<file path="config.mk">
export PLATFORM = sky130hd
export DESIGN_NAME = rv_pipe_ctl_top
export DESIGN_NICKNAME = d
export VERILOG_FILES = /design/src/verilog/rv_pipe_pkg.sv /design/src/verilog/rv_isa_pkg.sv /design/src/verilog/rv_pipe_ctl_top.sv /design/src/verilog/rv_execute_ctl.sv /design/src/verilog/rv_stage_regs.sv /design/src/verilog/rv_hazard.sv /design/src/verilog/rv_decode.sv
export SDC_FILE = /design/constraint.sdc
export NUM_CORES = 1
export LEC_CHECK = 0
export ABC_AREA = 1
export BUFFER_PORTS_ARGS = -buffer_cell sky130_fd_sc_hd__buf_4
export CAP_MARGIN = 10
export CELL_PAD_IN_SITES_DETAIL_PLACEMENT = 0
export CELL_PAD_IN_SITES_GLOBAL_PLACEMENT = 2
export CORE_ASPECT_RATIO = 1.4
export CORE_MARGIN = 2
export CORE_UTILIZATION = 36
export CTS_BUF_LIST = sky130_fd_sc_hd__clkbuf_4
export DETAILED_ROUTE_END_ITERATION = 8
export PLACE_DENSITY_LB_ADDON = 0.1
export SLEW_MARGIN = 0
export SYNTH_ARGS = -nofsm -noshare
export SYNTH_HDL_FRONTEND = slang
export SYNTH_HIERARCHICAL = 1
export SYNTH_SLANG_ARGS = --single-unit
</file>
<file path="constraint.sdc">
create_clock -name clk -period 3.85 [get_ports clk]
set_clock_uncertainty 0.05 [all_clocks]
set_input_delay 0 -clock clk [delete_from_list [all_inputs] [get_ports clk]]
set_output_delay 0 -clock clk [all_outputs]
set_load 0.05 [all_outputs]
</file>
<file path="src/verilog/rv_pipe_pkg.sv">
package rv_pipe_pkg;

  // Next PC source as reported by the EX stage
  localparam logic [1:0] PC_SEL_SEQ      = 2'b00;
  localparam logic [1:0] PC_SEL_REDIRECT = 2'b01;

  // Data memory flavour behind the MEM stage
  // SRAM returns load data in MEM, BRAM only one cycle later
  localparam int MEM_TYPE_SRAM = 0;
  localparam int MEM_TYPE_BRAM = 1;

  // Default hazard policy: no forwarding unit, register file bypasses WB
  localparam int FWD_DEFAULT         = 0;
  localparam int FWD_REGFILE_DEFAULT = 1;

  // Number of cycles a divide keeps the EX stage busy
  localparam int DIV_CYCLES = 4;

  // Busy counter sizing and the value it loads on a new divide
  localparam int DIV_CNT_W = $clog2(DIV_CYCLES + 1);
  localparam logic [DIV_CNT_W-1:0] DIV_LOAD = DIV_CNT_W'(DIV_CYCLES - 1);

endpackage

</file>
<file path="src/verilog/rv_isa_pkg.sv">
package rv_isa_pkg;

  // Width of an integer register index, x0 to x31
  localparam int REG_ADDR_W = 5;

  typedef logic [REG_ADDR_W-1:0] reg_addr_t;

  // Major opcodes this control slice tells apart
  localparam logic [6:0] OP_LOAD   = 7'b0000011;
  localparam logic [6:0] OP_STORE  = 7'b0100011;
  localparam logic [6:0] OP_OP     = 7'b0110011;
  localparam logic [6:0] OP_OP_IMM = 7'b0010011;
  localparam logic [6:0] OP_BRANCH = 7'b1100011;
  localparam logic [6:0] OP_JAL    = 7'b1101111;
  localparam logic [6:0] OP_JALR   = 7'b1100111;
  localparam logic [6:0] OP_SYSTEM = 7'b1110011;
  localparam logic [6:0] OP_LUI    = 7'b0110111;

  // M extension marker in funct7 of an OP instruction
  localparam logic [6:0] FUNCT7_MULDIV = 7'b0000001;

  // From this funct3 upward the M extension op is DIV, DIVU, REM or REMU
  localparam logic [2:0] FUNCT3_DIV_MIN = 3'd4;

  // Register-register layout, used for the register index fields
  typedef struct packed {
    logic [6:0] funct7;
    reg_addr_t  rs2;
    reg_addr_t  rs1;
    logic [2:0] funct3;
    reg_addr_t  rd;
    logic [6:0] opcode;
  } r_fmt_t;

  // Immediate and store layout where the same bit ranges carry immediate bits
  typedef struct packed {
    logic [6:0] imm_hi;
    logic [4:0] rs2_or_imm_lo;
    reg_addr_t  rs1;
    logic [2:0] funct3;
    logic [4:0] rd_or_imm;
    logic [6:0] opcode;
  } is_fmt_t;

  typedef union packed {
    r_fmt_t  r;
    is_fmt_t i;
  } instr_u;

endpackage
</file>
<file path="src/verilog/rv_pipe_ctl_top.sv">
`timescale 1ns/1ps

module rv_pipe_ctl_top (
  input  logic                  clk,
  input  logic                  rst_n,
  input  logic [31:0]           instr,
  input  logic                  instr_valid,
  output logic                  pc_stall,
  output logic [1:0]            pc_sel,
  output logic                  retire_valid,
  output rv_isa_pkg::reg_addr_t retire_rd
);

  // IF/ID contents and their decoded register usage
  rv_isa_pkg::instr_u    instr_id;
  logic                  valid_id;
  rv_isa_pkg::reg_addr_t rs1_id;
  rv_isa_pkg::reg_addr_t rs2_id;
  rv_isa_pkg::reg_addr_t rd_id;
  logic                  rs1_used_id;
  logic                  rs2_used_id;
  logic                  reg_write_id;
  logic                  is_load_id;
  logic                  is_csr_id;
  logic                  is_div_id;
  logic                  is_jump_id;

  // Later stages as seen by the hazard unit and the execute controller
  rv_isa_pkg::reg_addr_t rd_ex;
  logic                  reg_write_ex;
  logic                  is_load_ex;
  logic                  is_csr_ex;
  logic                  is_div_ex;
  logic                  is_jump_ex;
  logic                  valid_ex;
  logic                  op_active_ex;
  rv_isa_pkg::reg_addr_t rd_mem;
  logic                  reg_write_mem;
  logic                  mem_read_mem;
  rv_isa_pkg::reg_addr_t rd_wb;
  logic                  reg_write_wb;
  logic                  valid_wb;

  // Stall and flush controls from the hazard unit
  logic                  if_id_stall;
  logic                  if_id_flush;
  logic                  id_ex_stall;
  logic                  id_ex_flush;
  logic                  ex_mem_stall;
  logic                  mem_wb_stall;

  // All ports share their names with the nets above
  rv_decode u_decode (
    .instr(instr_id),
    .*
  );

  rv_stage_regs u_stage_regs (.*);

  rv_hazard u_hazard (.*);

  rv_execute_ctl u_execute_ctl (.*);

endmodule

</file>
<file path="src/verilog/rv_execute_ctl.sv">
`timescale 1ns/1ps

module rv_execute_ctl (
  input  logic                  clk,
  input  logic                  rst_n,
  input  logic                  valid_ex,
  input  logic                  is_div_ex,
  input  logic                  is_jump_ex,
  input  logic                  valid_wb,
  input  rv_isa_pkg::reg_addr_t rd_wb,
  input  logic                  reg_write_wb,
  output logic                  op_active_ex,
  output logic [1:0]            pc_sel,
  output logic                  retire_valid,
  output rv_isa_pkg::reg_addr_t retire_rd
);

  logic [rv_pipe_pkg::DIV_CNT_W-1:0] div_cnt;
  logic [rv_pipe_pkg::DIV_CNT_W-1:0] div_cnt_dec;
  logic                              div_done;
  logic                              div_start;
  logic                              wb_retired;

  // A divide that has not run yet starts the moment it shows up in EX
  // and counts as busy in that same cycle
  assign div_start    = valid_ex && is_div_ex && !div_done && (div_cnt == '0);
  assign op_active_ex = div_start || (div_cnt != '0);
  assign div_cnt_dec  = div_cnt - 1'b1;

  // div_done keeps the finished divide from restarting during the one
  // cycle it still sits in EX before moving on
  always_ff @(posedge clk) begin
    if (!rst_n) begin
      div_cnt  <= '0;
      div_done <= 1'b0;
    end else if (div_start) begin
      div_cnt  <= rv_pipe_pkg::DIV_LOAD;
      div_done <= (rv_pipe_pkg::DIV_CYCLES == 1);
    end else if (div_cnt != '0) begin
      div_cnt  <= div_cnt_dec;
      div_done <= (div_cnt_dec == '0);
    end else begin
      div_done <= 1'b0;
    end
  end

  // Jumps are resolved in EX and always taken
  assign pc_sel = (valid_ex && is_jump_ex) ? rv_pipe_pkg::PC_SEL_REDIRECT
                                           : rv_pipe_pkg::PC_SEL_SEQ;

  // WB is frozen along with the rest during a divide, so remember that the
  // held instruction was already reported
  always_ff @(posedge clk) begin
    if (!rst_n) begin
      wb_retired <= 1'b0;
    end else begin
      wb_retired <= op_active_ex && (wb_retired || retire_valid);
    end
  end

  // Writes to x0 are discarded by the register file and never retire
  assign retire_valid = valid_wb && reg_write_wb && (rd_wb != '0) && !wb_retired;
  assign retire_rd    = rd_wb;

endmodule

</file>
<file path="src/verilog/rv_stage_regs.sv">
`timescale 1ns/1ps

module rv_stage_regs (
  input  logic                  clk,
  input  logic                  rst_n,
  input  logic [31:0]           instr,
  input  logic                  instr_valid,
  input  rv_isa_pkg::reg_addr_t rd_id,
  input  logic                  reg_write_id,
  input  logic                  is_load_id,
  input  logic                  is_csr_id,
  input  logic                  is_div_id,
  input  logic                  is_jump_id,
  input  logic                  pc_stall,
  input  logic                  if_id_stall,
  input  logic                  if_id_flush,
  input  logic                  id_ex_stall,
  input  logic                  id_ex_flush,
  input  logic                  ex_mem_stall,
  input  logic                  mem_wb_stall,
  output rv_isa_pkg::instr_u    instr_id,
  output logic                  valid_id,
  output rv_isa_pkg::reg_addr_t rd_ex,
  output logic                  reg_write_ex,
  output logic                  is_load_ex,
  output logic                  is_csr_ex,
  output logic                  is_div_ex,
  output logic                  is_jump_ex,
  output logic                  valid_ex,
  output rv_isa_pkg::reg_addr_t rd_mem,
  output logic                  reg_write_mem,
  output logic                  mem_read_mem,
  output rv_isa_pkg::reg_addr_t rd_wb,
  output logic                  reg_write_wb,
  output logic                  valid_wb
);

  logic valid_mem;
  logic take_instr;

  // The source holds its word while pc_stall is high, so only a free IF/ID
  // with the front end running accepts a new instruction
  assign take_instr = !if_id_stall && !pc_stall;

  // Every stage resolves flush first, then stall, then advance
  always_ff @(posedge clk) begin
    if (!rst_n) begin
      valid_id      <= 1'b0;
      valid_ex      <= 1'b0;
      reg_write_ex  <= 1'b0;
      is_load_ex    <= 1'b0;
      is_csr_ex     <= 1'b0;
      is_div_ex     <= 1'b0;
      is_jump_ex    <= 1'b0;
      valid_mem     <= 1'b0;
      reg_write_mem <= 1'b0;
      mem_read_mem  <= 1'b0;
      valid_wb      <= 1'b0;
      reg_write_wb  <= 1'b0;
    end else begin
      if (if_id_flush) begin
        valid_id <= 1'b0;
      end else if (!if_id_stall) begin
        valid_id <= instr_valid && !pc_stall;
      end

      // The decoder already drops its flags for an empty ID slot, so a
      // cleared valid and cleared flags always travel together into EX
      if (id_ex_flush) begin
        valid_ex     <= 1'b0;
        reg_write_ex <= 1'b0;
        is_load_ex   <= 1'b0;
        is_csr_ex    <= 1'b0;
        is_div_ex    <= 1'b0;
        is_jump_ex   <= 1'b0;
      end else if (!id_ex_stall) begin
        valid_ex     <= valid_id;
        reg_write_ex <= reg_write_id;
        is_load_ex   <= is_load_id;
        is_csr_ex    <= is_csr_id;
        is_div_ex    <= is_div_id;
        is_jump_ex   <= is_jump_id;
      end

      // EX/MEM has no flush of its own; the bubble left behind by an
      // ID/EX flush reaches it one edge later
      if (!ex_mem_stall) begin
        valid_mem     <= valid_ex;
        reg_write_mem <= reg_write_ex;
        mem_read_mem  <= is_load_ex;
      end

      if (!mem_wb_stall) begin
        valid_wb     <= valid_mem;
        reg_write_wb <= reg_write_mem;
      end
    end
  end

  // Word and destination indices follow the same advance conditions
  always_ff @(posedge clk) begin
    if (take_instr) begin
      instr_id <= instr;
    end
    if (!id_ex_stall) begin
      rd_ex <= rd_id;
    end
    if (!ex_mem_stall) begin
      rd_mem <= rd_ex;
    end
    if (!mem_wb_stall) begin
      rd_wb <= rd_mem;
    end
  end

endmodule

</file>
<file path="src/verilog/rv_hazard.sv">
`timescale 1ns/1ps

module rv_hazard #(
  parameter int FWD         = rv_pipe_pkg::FWD_DEFAULT,
  parameter int FWD_REGFILE = rv_pipe_pkg::FWD_REGFILE_DEFAULT,
  parameter int MEM_TYPE    = rv_pipe_pkg::MEM_TYPE_BRAM
) (
  input  rv_isa_pkg::reg_addr_t rs1_id,
  input  rv_isa_pkg::reg_addr_t rs2_id,
  input  logic                  rs1_used_id,
  input  logic                  rs2_used_id,
  input  rv_isa_pkg::reg_addr_t rd_ex,
  input  logic                  reg_write_ex,
  input  logic                  is_load_ex,
  input  logic                  is_csr_ex,
  input  logic                  op_active_ex,
  input  rv_isa_pkg::reg_addr_t rd_mem,
  input  logic                  reg_write_mem,
  input  logic                  mem_read_mem,
  input  rv_isa_pkg::reg_addr_t rd_wb,
  input  logic                  reg_write_wb,
  input  logic [1:0]            pc_sel,
  output logic                  pc_stall,
  output logic                  if_id_stall,
  output logic                  if_id_flush,
  output logic                  id_ex_stall,
  output logic                  id_ex_flush,
  output logic                  ex_mem_stall,
  output logic                  mem_wb_stall
);

  logic ex_hit;
  logic mem_hit;
  logic wb_hit;
  logic mem_producer;
  logic data_hazard;
  logic redirect;
  logic front_stall;

  // True when a used source matches a pending write, x0 never counts
  function automatic logic src_hit(
    input rv_isa_pkg::reg_addr_t rs,
    input logic                  used,
    input rv_isa_pkg::reg_addr_t rd,
    input logic                  we
  );
    return used && we && (rd != '0) && (rd == rs);
  endfunction

  // The instruction in ID against the one directly ahead of it in EX
  assign ex_hit = src_hit(rs1_id, rs1_used_id, rd_ex, reg_write_ex) ||
                  src_hit(rs2_id, rs2_used_id, rd_ex, reg_write_ex);

  // A load in MEM always lands in rd, so its read strobe marks a pending write too
  assign mem_producer = reg_write_mem || mem_read_mem;
  assign mem_hit = src_hit(rs1_id, rs1_used_id, rd_mem, mem_producer) ||
                   src_hit(rs2_id, rs2_used_id, rd_mem, mem_producer);

  // WB only matters when the register file cannot hand a same-cycle write
  // straight to the read port
  if (FWD_REGFILE == 0) begin : g_wb_check
    assign wb_hit = src_hit(rs1_id, rs1_used_id, rd_wb, reg_write_wb) ||
                    src_hit(rs2_id, rs2_used_id, rd_wb, reg_write_wb);
  end else begin : g_wb_bypass
    assign wb_hit = 1'b0;
  end

  if (FWD != 0) begin : g_fwd
    logic late_result_ex;

    // With a forwarding unit only results that do not exist yet must wait
    // CSR reads finish in WB, BRAM loads one cycle after MEM
    if (MEM_TYPE == rv_pipe_pkg::MEM_TYPE_SRAM) begin : g_sram
      assign late_result_ex = is_csr_ex;
    end else begin : g_bram
      assign late_result_ex = is_load_ex || is_csr_ex;
    end

    assign data_hazard = (late_result_ex && ex_hit) || wb_hit;
  end else begin : g_no_fwd
    // Without forwarding every in-flight producer holds the consumer in ID
    assign data_hazard = ex_hit || mem_hit || wb_hit;
  end

  assign redirect = (pc_sel == rv_pipe_pkg::PC_SEL_REDIRECT);

  // The instruction in ID is discarded on a redirect, so its hazard is moot
  // and the front end must keep moving to pick up the new path
  assign front_stall = (data_hazard || op_active_ex) && !redirect;

  assign pc_stall    = front_stall;
  assign if_id_stall = front_stall;

  // A busy divide freezes everything from EX onward
  assign id_ex_stall  = op_active_ex;
  assign ex_mem_stall = op_active_ex;
  assign mem_wb_stall = op_active_ex;

  // Data hazards send a bubble into EX, except while EX is frozen by a divide
  assign if_id_flush = redirect;
  assign id_ex_flush = (data_hazard && !op_active_ex) || redirect;

endmodule

</file>
<file path="src/verilog/rv_decode.sv">
`timescale 1ns/1ps

module rv_decode (
  input  rv_isa_pkg::instr_u    instr,
  input  logic                  valid_id,
  output rv_isa_pkg::reg_addr_t rs1_id,
  output rv_isa_pkg::reg_addr_t rs2_id,
  output rv_isa_pkg::reg_addr_t rd_id,
  output logic                  rs1_used_id,
  output logic                  rs2_used_id,
  output logic                  reg_write_id,
  output logic                  is_load_id,
  output logic                  is_csr_id,
  output logic                  is_div_id,
  output logic                  is_jump_id
);

  logic [6:0] opcode;
  logic [2:0] funct3;
  logic [6:0] funct7;
  logic       uses_rs1;
  logic       uses_rs2;
  logic       writes_rd;
  logic       load_op;
  logic       csr_op;
  logic       div_op;
  logic       jump_op;

  // Register indices sit in the same bits for every format, so take them
  // from the register-register view even when the format has an immediate
  assign rs1_id = instr.r.rs1;
  assign rs2_id = instr.r.rs2;
  assign rd_id  = instr.r.rd;

  // Opcode and function bits come through the immediate view
  assign opcode = instr.i.opcode;
  assign funct3 = instr.i.funct3;
  assign funct7 = instr.i.imm_hi;

  always_comb begin
    uses_rs1  = 1'b0;
    uses_rs2  = 1'b0;
    writes_rd = 1'b0;
    load_op   = 1'b0;
    csr_op    = 1'b0;
    div_op    = 1'b0;
    jump_op   = 1'b0;
    case (opcode)
      rv_isa_pkg::OP_LOAD: begin
        uses_rs1  = 1'b1;
        writes_rd = 1'b1;
        load_op   = 1'b1;
      end
      // Stores and branches read both sources and write nothing back
      rv_isa_pkg::OP_STORE, rv_isa_pkg::OP_BRANCH: begin
        uses_rs1 = 1'b1;
        uses_rs2 = 1'b1;
      end
      rv_isa_pkg::OP_OP: begin
        uses_rs1  = 1'b1;
        uses_rs2  = 1'b1;
        writes_rd = 1'b1;
        // Only the divide and remainder half of the M extension is multi-cycle
        div_op    = (funct7 == rv_isa_pkg::FUNCT7_MULDIV) &&
                    (funct3 >= rv_isa_pkg::FUNCT3_DIV_MIN);
      end
      rv_isa_pkg::OP_OP_IMM: begin
        uses_rs1  = 1'b1;
        writes_rd = 1'b1;
      end
      // JAL and LUI read no register at all
      rv_isa_pkg::OP_JAL: begin
        writes_rd = 1'b1;
        jump_op   = 1'b1;
      end
      rv_isa_pkg::OP_JALR: begin
        uses_rs1  = 1'b1;
        writes_rd = 1'b1;
        jump_op   = 1'b1;
      end
      rv_isa_pkg::OP_LUI: begin
        writes_rd = 1'b1;
      end
      rv_isa_pkg::OP_SYSTEM: begin
        // funct3 of zero is ECALL, EBREAK and friends, which touch no register
        // The immediate CSR forms put a zimm where rs1 would be
        if (funct3 != 3'd0) begin
          uses_rs1  = !funct3[2];
          writes_rd = 1'b1;
          csr_op    = 1'b1;
        end
      end
      default: begin
        uses_rs1 = 1'b0;
      end
    endcase
  end

  // An empty IF/ID slot must look like a bubble to the hazard unit
  assign rs1_used_id  = valid_id && uses_rs1;
  assign rs2_used_id  = valid_id && uses_rs2;
  assign reg_write_id = valid_id && writes_rd;
  assign is_load_id   = valid_id && load_op;
  assign is_csr_id    = valid_id && csr_op;
  assign is_div_id    = valid_id && div_op;
  assign is_jump_id   = valid_id && jump_op;

endmodule

</file>
-- Yosys cells after proc, flatten, opt, wreduce, memory -nomap -nowiden
Cells that the tools add are included.
- add/sub/neg operators: 1
- $mul: 0
- divide/modulo/power cells: 0
- order comparisons: 1
- eq/ne operators: 15
- shift operators: 0
- muxes and demuxes: 11
- bitwise operators: 2
- reductions and logical operators: 60
- operators with widths (kind ; count):
    $logic_and A1 B1 Y1 ; 30
    $eq A7 B7 Y1 const B ; 4
    $eq A7 B6 Y1 const B ; 3
    $eq A5 B5 Y1 ; 4
    $reduce_bool A5 Y1 ; 3
    $reduce_or A6 Y1 ; 2
    $logic_or A1 B1 Y1 ; 8
    $reduce_or A2 Y1 ; 4
    $eq A7 B1 Y1 const B ; 1
    $eq A7 B2 Y1 const B ; 1
    $eq A7 B5 Y1 const B ; 1
    $mux W1 ; 7
    $logic_not A1 Y1 ; 6
    $logic_not A3 Y1 ; 2
    $reduce_bool A3 Y1 ; 2
    $reduce_or A3 Y1 ; 2
    $mux W2 ; 2
    $pmux W1 S2 ; 2
    $ge A3 B3 Y1 const B ; 1
    $sub A3 B1 Y3 const B ; 1
    $eq A2 B1 Y1 const B ; 1
    $not A1 Y1 ; 2
    $reduce_bool A2 Y1 ; 1
- flip-flop bits (word level): 63
- bits in latches: 0
- bits in writable memories: 0
- ROM bits: 0
- input port bits: 35
- output and inout port bits: 9
- word-level logic and storage cells: 109
- memories kept: 0

-- Longest topological paths before layout
- depth after elaboration: 13
- depth in mapped cells: 19
- mapped depth without buffers: 18

-- By module
Netlist, hierarchy kept.
- modules (own cells, without submodules) (module ; times used ; cells each ; area each (um^2) ; sequential area each (um^2)):
    rv_stage_regs ; 1 ; 103 ; 1834.3 ; 1651.6
    rv_hazard ; 1 ; 122 ; 503.0 ; 0.0
    rv_execute_ctl ; 1 ; 47 ; 364.1 ; 100.1
    rv_decode ; 1 ; 64 ; 336.6 ; 0.0

-- Worst setup path after synthesis
No wires, ideal clock.
- path type: reg2reg
- start: register u_stage_regs/instr_id[1] in the netlist's numbering
- end: register u_stage_regs/instr_id[0] in the netlist's numbering (enable)
- setup time: 0.422 ns
- data arrival time: 2.833 ns
- required time: 3.378 ns
- setup slack: 0.544 ns
- stages on the path, launching flop included: 17
- path buffers: 1
- period minus slack after synthesis: 3.306 ns
- cells stage by stage: edfxtp_1 nand2_2 nor2_4 o211ai_1 nand2_1 nor2_1 nor2_1 nand2_1 nor2_1 nand3_1 nand2_1 nand2_2 nand3_2 nand2_1 inv_1 buf_4 nor2_1
- longest elaborated chain between the ends: 11
- elaborated cells on any way between the ends: 30
- classes of those cells: eq/ne: 7; mux: 2; reduce/logical: 21
- ends and longest elaborated chain (what ; line ; RTL):
    from (decl) ; rv_stage_regs.sv:21 ; output rv_isa_pkg::instr_u instr_id,
    from (signal assigned) ; rv_stage_regs.sv:103 ; instr_id <= instr;
    $eq A7 B6 Y1 (tied with other cells) ; rv_decode.sv:48 ; case (opcode)
    $reduce_or A6 Y1 (no source line) ; - ;
    $pmux W1 S2 * ; rv_decode.sv:48 ;
    $logic_and A1 B1 Y1 * ; rv_decode.sv:100 ; assign rs1_used_id = valid_id && uses_rs1;
    via rs1_used_id ; rv_pipe_ctl_top.sv:20 ; logic rs1_used_id;
    $logic_and A1 B1 Y1 (3 in series) ; rv_hazard.sv:47 ; return used && we && (rd != '0) && (rd == rs);
    $logic_or A1 B1 Y1, on equally long branches ; rv_hazard.sv:51, rv_hazard.sv:56 ;
    $logic_or A1 B1 Y1 * ; rv_hazard.sv:82 ; assign data_hazard = ex_hit || mem_hit || wb_hit;
    $logic_or A1 B1 Y1 * ; rv_hazard.sv:89 ; assign front_stall = (data_hazard || op_active_ex) && !redirect;
    $logic_and A1 B1 Y1 * ; rv_hazard.sv:89 ;
    via if_id_stall ; rv_pipe_ctl_top.sv:45 ; logic if_id_stall;
The timed path passes the listed nets; every way through them passes the cells marked *.
A chain may end at the register's enable or synchronous reset.

-- Worst setup path after layout
- start: register u_stage_regs/instr_id[2] in the netlist's numbering
- end: register u_stage_regs.valid_id
- longest elaborated chain between the ends: 13
- elaborated cells on any way between the ends: 32
- classes of those cells: eq/ne: 7; mux: 2; reduce/logical: 23
- ends and longest elaborated chain (what ; line ; RTL):
    $eq A7 B6 Y1 (tied with other cells) ; rv_decode.sv:48 ;
    $reduce_or A6 Y1 (no source line) ; - ;
    $pmux W1 S2 * ; rv_decode.sv:48 ;
    $logic_and A1 B1 Y1 * ; rv_decode.sv:100 ;
    via rs1_used_id ; rv_pipe_ctl_top.sv:20 ;
    $logic_and A1 B1 Y1 (3 in series) ; rv_hazard.sv:47 ;
    $logic_or A1 B1 Y1, on equally long branches ; rv_hazard.sv:51, rv_hazard.sv:56 ;
    $logic_or A1 B1 Y1 * ; rv_hazard.sv:82 ;
    $logic_or A1 B1 Y1 * ; rv_hazard.sv:89 ;
    $logic_and A1 B1 Y1 * ; rv_hazard.sv:89 ;
    $logic_not A1 Y1 * ; - ;
    via u_stage_regs.take_instr ; rv_stage_regs.sv:39 ; logic take_instr;
    $logic_and A1 B1 Y1 * ; rv_stage_regs.sv:64 ; valid_id <= instr_valid && !pc_stall;
    to (signal assigned) ; rv_stage_regs.sv:64 ;
    to (decl) ; rv_stage_regs.sv:22 ; output logic valid_id,
Marks and branches as above.

==> impl_metrics.env <==
export IMPL_outcome="complete, no violations"
export IMPL_cts_root_buffer="clkbuf_4"
export IMPL_syn_num_nets=369
export IMPL_ctsHoldBuffers=35
export IMPL_finalCritPeriodShare_pct=74.1
export IMPL_max_stage_delay_ns=0.55
export IMPL_timing_reg2reg_setup_slack_ns=1.0
export IMPL_reg2regPathDepth=20
export IMPL_num_rows=39
export IMPL_crit_top_cell="nand2_1"
export IMPL_die_h_um=112
export IMPL_grt_setup_unrepaired="false"
export IMPL_cts_setup_buffers=0
export IMPL_hold_class="input port to register"
export IMPL_cp_depth=20
export IMPL_post_route_min_period_ns=2.85
export IMPL_reg2reg_from="u_stage_regs/instr_id[2]$_DFFE_PP_"
export IMPL_p_per_area_nw_per_um2=740
export IMPL_portBuffers=42
export IMPL_regToRegEndpoint="u_stage_regs/valid_id$_SDFFE_PP0N_"
export IMPL_drt_wl_total_um=5800
export IMPL_ys_warnings_count=6
export IMPL_drc_errors=0
export IMPL_drtIter0Drc=98
export IMPL_core_um2=8150
export IMPL_place_area_um2=3270
export IMPL_cp_slowest_cell="dlygate4sd3_1"
export IMPL_crit_fanout=33
export IMPL_synth_cells=331
export IMPL_arrival_ns=3.14
export IMPL_track_usage_pct=14.9
export IMPL_crit_buf_inv=4
export IMPL_area_delta_synth_final_pct=24.9
export IMPL_peakVddDrop_uv=303
export IMPL_layout_commonest_cell="nand2_1"
export IMPL_grt_pass1_vias=2230
export IMPL_grt_overflow_total=0
export IMPL_clk_insertion_delay_late_ns=0.43
export IMPL_antenna_found_initial=0
export IMPL_h_tree_depth=3
export IMPL_fmax_mhz=350
export IMPL_crit_end="u_stage_regs/valid_id$_SDFFE_PP0N_"
export IMPL_cts_made_buffers=9
export IMPL_initial_core_util_pct=36.8
export IMPL_hold_viol_final=0
export IMPL_cp_start_kind="register"
export IMPL_gp_congestion=0.854
export IMPL_crit_chain="inv_1 > nand2_2 > nor2_4 > nand2_1 > nand2_1 > nor2_1 > nor2_1 > nand3_1 > nor2_1 > nand3_1 > nand2_1 > nand2_1 > nand3_2 > nand2_1 > inv_1 > nor2_2 > buf_4 > nand2_1 > a21oi_1 > dlygate4sd3_1"
export IMPL_route_vias_total=2183
export IMPL_power_leakage_uw=0.00169
export IMPL_clock_tree_buffer_depth=2
export IMPL_layout_drive_gt1_share_pct=20.8
export IMPL_place_ws_ns=1.51
export IMPL_drt_antenna_violating_nets=0
export IMPL_die_w_um=81.2
export IMPL_worstSetupPathType="register to register"
export IMPL_drv_cap=0
export IMPL_drtPass1Iterations=4
export IMPL_fillers=800
export IMPL_finalNetCount=433
export IMPL_clkTransAtPathRegs_ns=0.12
export IMPL_setup_violations=0
export IMPL_startpoint="u_stage_regs/instr_id[2]$_DFFE_PP_"
export IMPL_num_io_pins=44
export IMPL_critPathTopFamily="simple AND/OR/NAND/NOR gates"
export IMPL_cts_tree="yes"
export IMPL_mostFrequentLayoutCells="nand2_1 (96), edfxtp_1 (47), buf_4 (43)"
export IMPL_stdcell_area_um2=3750
export IMPL_timing_final_ws_setup_ns=0.996
export IMPL_grt_pass1_wl_um=9960
export IMPL_whs_ns=0.225
export IMPL_hpwlAfterDp_um=4170
export IMPL_syn_area_um2=3000
export IMPL_wl_per_cell_um=11.6
export IMPL_endpoint_kind="register"
export IMPL_cts_resized=0
export IMPL_n_antenna_cell=0
export IMPL_grt_max_degree=34
export IMPL_routed_via_density=4.35
export IMPL_worstPathRequired_ns=4.13
export IMPL_finalSetupTns_ns=0
export IMPL_slew_violations=0
export IMPL_die_area_um2=9090
export IMPL_clkSinkCount=63
export IMPL_syn_area_per_cell_um2=9.07
sequential cells by signal, summed over array words and instances, names as in the netlist:
signal / flops
u_stage_regs/rd_mem: 5
u_stage_regs/reg_write_wb: 1
u_stage_regs/reg_write_ex: 1
u_execute_ctl/div_cnt: 3
u_stage_regs/rd_wb: 5
u_stage_regs/is_div_ex: 1
u_stage_regs/valid_ex: 1
u_stage_regs/valid_mem: 1
u_execute_ctl/div_done: 1
u_stage_regs/is_jump_ex: 1
u_stage_regs/valid_wb: 1
u_stage_regs/instr_id: 32
u_stage_regs/is_load_ex: 1
u_stage_regs/rd_ex: 5
u_stage_regs/reg_write_mem: 1
u_stage_regs/valid_id: 1
u_execute_ctl/wb_retired: 1
u_stage_regs/mem_read_mem: 1
power by group:
group | switching [µW] | total (µW) | internal, µW
registers | 193 | 1300 | 1110
clock network | 248 | 440 | 192
logic | 708 | 1030 | 326
per-stage QoR:
stage	utilization [%]	std cells	power (µW)
CTS	46.0	502	2820
global placement	40.1	451	2340
detailed placement	40.1	451	2350
finish	46.0	502	2770
global route	46.0	502	3010
floorplan	-	331	2170
worst min-delay path by stage:
stage	from	to	slack, ns	depth (start not counted)
floorplan	instr[0]	u_stage_regs/instr_id[0]$_DFFE_PP_	0.05	0
global placement	instr[6]	u_stage_regs/instr_id[6]$_DFFE_PP_	0.13	1
detailed placement	instr[9]	u_stage_regs/instr_id[9]$_DFFE_PP_	0.13	1
CTS	instr[21]	u_stage_regs/instr_id[21]$_DFFE_PP_	0.19	2
global route	instr[24]	u_stage_regs/instr_id[24]$_DFFE_PP_	0.21	2
finish	instr[21]	u_stage_regs/instr_id[21]$_DFFE_PP_	0.23	2
layer usage:
layer	global-route usage, %	wire [µm]	vias to the layer above	share of wire (%)
met5	0	0	-	0
met4	9.15	167	0	2.9
met3	2.81	178	11	3.1
met2	25.8	3040	39	52
met1	16.4	2410	986	42
li1	-	-	1147	-
cell type report:
type	count	area [µm²]	area share (%)
Inverter	48	183	4.87
Multi-Input combinational cell	195	902	24.1
Timing Repair Buffer	78	673	18.0
Tap cell	102	128	3.40
Clock buffer	9	67.6	1.80
Sequential cell	63	1730	46.2
Clock inverter	7	63.8	1.70
worst reg2reg max path: cells and delay by family (launching register included):
family / cells / cell delay, ns
buffers and inverters: 4 / 1.02
and+or+nand+nor: 15 / 1.24
DFF: 1 / 0.42
AOI/OAI and AO/OA: 1 / 0.05
Note: power is estimated with default switching activity, not from simulation.
